==> src/common/dfg_cfg.svh <==
// word width, operator latency and result queue depth macros
`ifndef DFG_CFG_SVH
`define DFG_CFG_SVH

// width of one operand or result word
`define DFG_WORD_BITS 32

// cycles from operand capture to result in every arithmetic unit
`define DFG_OP_LATENCY 2

// result queue entries
`define DFG_QUEUE_DEPTH 4

`endif

==> src/common/dfg_pkg.sv <==
// arithmetic word type, operand packet and result packet structs
`include "dfg_cfg.svh"

package dfg_pkg;

    // one arithmetic word, all math wraps mod 2^32
    typedef logic [`DFG_WORD_BITS-1:0] word_t;

    // five operands of one input packet, a sits in the top bits
    typedef struct packed {
        word_t a;
        word_t b;
        word_t c;
        word_t d;
        word_t e;
    } operand_set_t;

    // four results of one output packet
    typedef struct packed {
        word_t r1;
        word_t r2;
        word_t r3;
        word_t r4;
    } result_set_t;

endpackage

==> src/design/result_queue.sv <==
// result_queue, circular output FIFO that drives advance and the output handshake
`timescale 1ns/1ps
`include "dfg_cfg.svh"

module result_queue
    import dfg_pkg::*;
(
    input  logic        clock,
    input  logic        rst,
    input  logic        res_valid,
    input  result_set_t res_data,
    output logic        advance,
    output logic        out_valid,
    input  logic        out_ready,
    output result_set_t out_data
);

    localparam int DEPTH = `DFG_QUEUE_DEPTH;
    localparam int PTR_W = $clog2(DEPTH);
    localparam int CNT_W = $clog2(DEPTH + 1);

    typedef logic [PTR_W-1:0] ptr_t;
    typedef logic [CNT_W-1:0] cnt_t;

    result_set_t mem [DEPTH];
    ptr_t        wr_ptr;
    ptr_t        rd_ptr;
    cnt_t        count;
    logic        wr_en;
    logic        pop;

    // advance comes from the registered count only, so no path from out_ready
    assign advance   = count < cnt_t'(DEPTH);
    // the datapath hands a result over on the same edge it shifts
    assign wr_en     = res_valid && advance;
    assign out_valid = count != '0;
    assign pop       = out_valid && out_ready;
    assign out_data  = mem[rd_ptr];

    always_ff @(posedge clock)
    begin
        if (wr_en)
        begin
            mem[wr_ptr] <= res_data;
        end
    end

    always_ff @(posedge clock)
    begin
        if (rst)
        begin
            wr_ptr <= '0;
            rd_ptr <= '0;
            count  <= '0;
        end
        else
        begin
            if (wr_en)
            begin
                wr_ptr <= (wr_ptr == ptr_t'(DEPTH - 1)) ? '0 : wr_ptr + 1'b1;
            end
            if (pop)
            begin
                rd_ptr <= (rd_ptr == ptr_t'(DEPTH - 1)) ? '0 : rd_ptr + 1'b1;
            end
            case ({wr_en, pop})
                2'b10:   count <= count + 1'b1;
                2'b01:   count <= count - 1'b1;
                default: count <= count;
            endcase
        end
    end

    // a write while full would push the count past depth
    assert property (@(posedge clock) disable iff (rst)
        count == cnt_t'(DEPTH) |=> count <= cnt_t'(DEPTH))
        else $error("result queue written while full");

    // a pop while empty would wrap the count around
    assert property (@(posedge clock) disable iff (rst)
        count == '0 |=> count <= cnt_t'(1))
        else $error("result queue popped while empty");

endmodule

==> config.mk <==
export PLATFORM = sky130hd
export DESIGN_NAME = result_queue
export DESIGN_NICKNAME = d
export VERILOG_FILES = /design/src/common/dfg_pkg.sv /design/src/design/result_queue.sv
export VERILOG_INCLUDE_DIRS = /design/src /design/src/common
export SDC_FILE = /design/constraint.sdc
export NUM_CORES = 1
export LEC_CHECK = 0
export ABC_CLOCK_PERIOD_IN_PS = 5200
export BUFFER_PORTS_ARGS = -buffer_cell sky130_fd_sc_hd__buf_4
export CAP_MARGIN = 20
export CORE_ASPECT_RATIO = 0.5
export CORE_MARGIN = 1.5
export CORE_UTILIZATION = 45
export DETAILED_ROUTE_END_ITERATION = 7
export HOLD_SLACK_MARGIN = 0.05
export SETUP_SLACK_MARGIN = 0.2
export SLEW_MARGIN = 10
export SYNTH_ARGS = -nofsm -noshare
export SYNTH_HDL_FRONTEND = slang
export SYNTH_SLANG_ARGS = --single-unit
==> constraint.sdc <==
create_clock -name clock -period 5.2 [get_ports clock]
set_clock_uncertainty 0.05 [all_clocks]
set_input_delay 0.78 -clock clock [delete_from_list [all_inputs] [get_ports clock]]
set_output_delay 0.78 -clock clock [all_outputs]
set_load 0.005 [all_outputs]
==> qor.yml, run 1 <==
detailed_routing:
  drc_errors: 0
  wl_met1_um: 14500
  wirelength_um: 36300
  wl_per_cell_um: 22.4
  final_antenna_net_count: 0
  highest-signal-layer: "met4"
  via_count: 8192
  wl_met3_um: 1080
  via_per_inst: 5.07
  wl_met2_um: 20100
  drt-initial-drc-count: 488
  dr.pass1.iters: 4
placed_design:
  routabilityCongestion: 0.698
  hpwl_um: 21500
  dpl_cell_area_um2: 21600
  portBuffers: 261
die:
  fp.dieW_um: 294
  die_h_um: 148
  ios: 262
  dieArea_um2: 43600
  core-area_um2: 41800
  start_util_pct: 45.5
  num_rows: 53
power:
  peakVddDrop_uv: 251
  powerDensity_nw_per_um2: 464
  p_total_mw: 10.6
  p_leak_nw: 7.57
clocking:
  clk_pin_slew_ps: 70
  numCtsBuffers: 46
  cts.sinks: 521
  clockBufferDepth: 3
  clock_latency_ps: 550
  postCtsHoldBufs: 0
  post_cts_buffers: 0
  post_cts_resize_count: 0
  htree_levels: 2
  cts_root_buf: "clkbuf_16"
  cts_tree: "yes"
flow_run:
  drv_cap: 0
worst_setup_path:
  critPathTopFamily: "flip-flops"
  crit_chain: "buf_12, mux4_2, buf_4"
  critPathSlowestCell: "dfxtp_4"
  path_max_fanout: 59
  crit_required_ps: 4370
  cp-end-kind: "primary output"
  worst_setup_path_start_kind: "flop"
  crit_type: "reg2out"
  cp_num_cells: 3
  arrival_ps: 2660
  max_stage_delay_ps: 810
  cp_num_buf_inv: 2
  reg2reg_depth: 3
outcome:
  outcome: "finished, final reports clean"
global_route:
  grt_pass1_wl_um: 54600
  grt_max_degree: 70
  antenna_found_initial: 0
  grt_pass1_vias: 8861
  grt_overflow: 0
  track_usage_pct: 16.8
layout:
  utilization_pct: 54.8
  fin_nets: 1149
  syn2layout_area_growth_pct: 20.5
  nFillCells: 3200
  diodes: 0
  final-seq-area_um2: 15600
  multi_input_area_um2: 3140
  postLayoutCellArea_um2: 22900
  drive_gt1_share_pct: 44.1
synthesis:
  ys_seq_area_share_pct: 81.7
  yosysMostFrequentCell: "edfxtp_1"
  ys_top_cells_by_area: "edfxtp_1 81%, mux4_2 15%, buf_12 1.1%, dfxtp_1 0.95%, ha_1 0.39%"
  syn_avg_cell_area_um2: 26.5
  synthCells: 719
  synthFlopType: "edfxtp_1"
  ys_types: 21
  synthTopCellsByCount: "512 x edfxtp_1, 128 x mux4_2, 13 x buf_2"
  synth_warnings: 0
  async_flop_share_pct: 0
  syn_area_um2: 19000
  synth_edf_count: 512
  synth_fp_nets: 858
  yosysTopAreaCell: "edfxtp_1"
  synth_top_area_share_pct: 80.8
  synth_seq_cells: 521
sta:
  relSlewSlack_pct: 33.8
  setup_tns_ps: 0
  final_hold_viol_count: 0
  fin_crit_sh_pct: 67.1
  fmax_ghz: 0.286
  worstMarginPinSlew_ps: 993
  fin_crit_ps: 3490
  setup_violations: 0
  rsz0062_at_grt: "false"
  drv_slew: 0
worst_hold_path:
  hold_path_depth: 1
  hp-class: "in2reg"
==> routing by layer <==
layer,vias up,global-route usage (%)
met4,0,3.92
met5,-,0
met3,45,3.05
met2,111,30.7
met1,4365,21.0
li1,3671,-
==> state kept, by name, summed over array words and instances, names as in the netlist, named ones only <==
name    flops
mem       512
count       3
wr_ptr      2
rd_ptr      2
==> through the flow <==
stage	instances	hold WS [ps]	setup slack (ps)
2_1_floorplan	719	406	548
3_3_place_gp	1539	418	2150
3_5_place_dp	1539	423	2160
4_1_cts	1617	340	1560
5_1_grt	1617	338	1460
6_report	1617	370	1710
==> path summary, 6_finish.rpt <==
| check | from | endpoint | slack (ps) |
|---|---|---|---|
| max | flop | out_data[74] | 1710 |
| min | res_data[69] | mem[3][69]$_DFFE_PP_ | 370 |
| max reg2reg | count[2]$_SDFFE_PP0P_ | mem[3][51]$_DFFE_PP_ | 2780 |
| min reg2reg | rd_ptr[0]$_SDFFE_PP0P_ | flop | 440 |
==> report_power, final <==
part | internal [mW] | total (mW) | switching (mW)
Combinational | 1.26 | 2.25 | 0.987
Clock | 1.71 | 3.12 | 1.41
Sequential | 5.09 | 5.26 | 0.176
Total | 8.06 | 10.6 | 2.57
==> layout make-up <==
type / instances / area share, %
Tap cell: 577 / 3.15
Clock inverter: 16 / 0.306
Inverter: 8 / 0.131
Timing Repair Buffer: 272 / 9.29
Sequential cell: 521 / 67.9
Clock buffer: 62 / 5.56
Multi-Input combinational cell: 161 / 13.7
==> cells in the final DEF, fill, tap and decap left out, types with 3 or more instances in the layout <==
master       n
edfxtp_1   512
and2_4       4
dfxtp_1      7
inv_1        8
buf_12       7
nor2_1       7
mux4_2     128
clkinv_1    12
mux2i_1      3
clkbuf_1    13
buf_4      265
clkbuf_16   49
ha_1         6
a21oi_1      3
==> logic make-up after synthesis <==
| group | after synthesis | synth area share (%) |
|---|---|---|
| AO/OA/AOI/OAI | 5 | 0.145 |
| XOR/XNOR | 2 | 0.0920 |
| adder cells (fa/ha/maj) | 7 | 0.500 |
| buffers and inverters | 37 | 1.83 |
| flip-flops | 521 | 81.7 |
| multiplexers | 131 | 15.3 |
| AND/OR/NAND/NOR | 16 | 0.414 |
==> worst reg2reg max path, cell delays in order (launching register included) <==
cell and delay [ps]:
dfxtp_1 350, nor2b_1 460, and2_4 630, buf_4 540
(Power assumes the default switching activity.)
==> inputs of run 2 (changes only) <==
- ABC_CLOCK_PERIOD_IN_PS: 5200 -> 3140
- PLACE_DENSITY: default -> 0.67
- clock period: 5.2 -> 3.14 ns (I/O delays scaled with it)
==> run 2 against run 1 <==
Sequential power is 64% higher; final cell count is 8.4% higher; final area is 6.7% higher; worst setup slack worse by 1400 ps; wire length is 4.1% higher; global-route usage is 0.62 points higher; die area stayed put; register-to-register slack worse by 1800 ps; combinational power is 83% higher; via count is 8.3% higher; clock power is 78% higher; critical path depth stayed put; largest power group unchanged.
==> qor.yml, run 2 (same netlist as run 1, synthesis figures left out) <==
worst_setup_path:
  crit_required_ps: 2620
  cp-end-kind: "primary output"
  critPathSlowestCell: "dfxtp_4"
  max_stage_delay_ps: 590
  r2r-start: "count[0]$_SDFFE_PP0P_"
  crit_top_cell: "buf_4"
  r2r_end: "count[2]$_SDFFE_PP0P_"
  path_max_fanout: 18
  r2r_slack_ps: 1020
  crit_chain: "buf_4, mux4_2, buf_4"
  arrival_ps: 2260
  crit_type: "reg2out"
  worst_setup_path_start_kind: "flop"
  reg2reg_depth: 8
sta:
  fin_crit_ps: 2780
  worst_hold_slack_ps: 76.3
  setup_violations: 0
  final_hold_viol_count: 0
  fin_crit_sh_pct: 88.6
  setup_tns_ps: 0
  rsz0062_at_grt: "false"
  drv_slew: 0
  fmax_ghz: 0.359
  worstMarginPinSlew_ps: 553
  relSlewSlack_pct: 63.0
clocking:
  clock_latency_ps: 560
  htree_levels: 2
  clk_pin_slew_ps: 60
  cts_root_buf: "clkbuf_16"
  cts_tree: "yes"
  numCtsBuffers: 47
  clockBufferDepth: 3
  post_cts_buffers: 0
  cts.sinks: 521
die:
  start_util_pct: 45.5
  core-area_um2: 41800
  die_h_um: 148
  fp.dieW_um: 294
  num_rows: 53
  ios: 262
  dieArea_um2: 43600
power:
  combPwrFrac_pct: 22.4
  peakVddDrop_uv: 374
  powerDensity_nw_per_um2: 749
  p_leak_nw: 8.24
  p_sw_share_pct: 24.4
  switching_power_mw: 4.46
  pwr-share-clk_pct: 30.4
  p_int_mw: 13.9
  p_seq_share_pct: 47.2
layout:
  final_common_cell: "edfxtp_1"
  instances_no_fill: 1753
  utilization_pct: 58.5
  nFillCells: 2960
  largest_reg_flops: 512
  syn2layout_area_growth_pct: 28.5
  largest_register: "mem"
  layout_common_cells: "512 x edfxtp_1, 264 x buf_4, 128 x mux4_2"
  multi_input_area_um2: 3140
  drive_gt1_share_pct: 41.2
  reg_top3: "mem (512), count (3)"
  fin_nets: 1276
  postLayoutCellArea_um2: 24500
  final-seq-area_um2: 15600
detailed_routing:
  via_per_inst: 5.06
  dr.pass1.iters: 7
  drt-initial-drc-count: 589
  final_antenna_net_count: 0
  wl_per_cell_um: 21.5
  via_count: 8876
  drc_errors: 0
  wirelength_um: 37800
outcome:
  outcome: "finished, final reports clean"
global_route:
  grt_overflow: 0
  grt_pass1_wl_um: 57200
  grt_pass1_vias: 9682
  antenna_found_initial: 1
  grt_max_degree: 64
  track_usage_pct: 17.4
placed_design:
  hpwl_um: 23800
  routabilityCongestion: 0.729
  dp_cells: 1549
  portBuffers: 261
  dpl_cell_area_um2: 21800
flow_run:
  drv_cap: 0
worst_hold_path:
  hp-start: "rst"
  hp-class: "in2reg"
  min_to: "count[1]$_SDFFE_PP0P_"
  hold_path_depth: 2
[run 2: cell types whose count changed in the layout (fill, tap and decap cells not counted)]
cell           change
buf_12            +10
buf_4              -1
buf_6              +1
bufinv_16          +3
clkbuf_1           -8
clkbuf_16          -1
clkbuf_8           +4
clkinv_1           +2
clkinv_2           +7
clkinv_8           +2
clkinvlp_4         -2
diode_2            +1
dlygate4sd3_1    +116
inv_6              +2
[run 2: final cells by class]
| class | count | area share, % |
|---|---|---|
| well taps | 577 | 2.95 |
| clock inverters | 30 | 0.972 |
| flip-flops and latches | 521 | 63.6 |
| multi-input cells | 161 | 12.8 |
| repair buffers | 398 | 14.3 |
| inverters | 8 | 0.123 |
| clock buffers | 57 | 5.21 |
| diodes | 1 | 0.0102 |
[run 2: critical path, delay by kind of cell (launching register included)]
kind | cells | cell delay, ps
flops | 1 | 590
mux | 1 | 580
buf+inv | 2 | 520
[run 2: what timing repair did]
action | in CTS | in global routing
endpoints found under the hold margin | 453 | 0
resized for setup | 0 | 1
setup endpoints to repair | 0 | 2
hold buffers | 116 | 0
[run 2: power groups by stage]
stage                     sequential (mW)  clock [mW]  combinational (mW)
after global routing                 8.71        5.92                4.39
after detailed placement             8.80           0                4.08
after global placement               8.75           0                4.04
final                                8.65        5.56                4.11
after CTS                            8.66        5.67                4.23
after floorplan                      8.71           0                2.30
[run 2: how the worst max path moves through the flow]
stage / endpoint / slack, ps / cells past startpoint
2_1_floorplan: mem[0][0]$_DFFE_PP_ / 220 / 3
5_1_grt: out_data[121] / 220 / 3
3_3_place_gp: out_data[127] / 890 / 3
6_report: out_data[3] / 360 / 3
4_1_cts: out_data[114] / 260 / 3
3_5_place_dp: count[2]$_SDFFE_PP0P_ / 840 / 9
[run 2: layer usage]
metal  vias to the layer above  track usage, %  routed length, um
li1                       3939               -                  -
met4                         0            5.39                872
met5                         -               0                  0
met2                       147            32.3              21500
met1                      4729            21.2              14300
met3                        61            2.70               1140
[run 2: through the flow]
| stage | setup WS (ps) | power [mW] |
|---|---|---|
| 3_5_place_dp | 843 | 12.9 |
| 2_1_floorplan | 217 | 11.0 |
| 5_1_grt | 221 | 19.0 |
| 3_3_place_gp | 890 | 12.8 |
| 4_1_cts | 262 | 18.6 |
| 6_report | 358 | 18.3 |
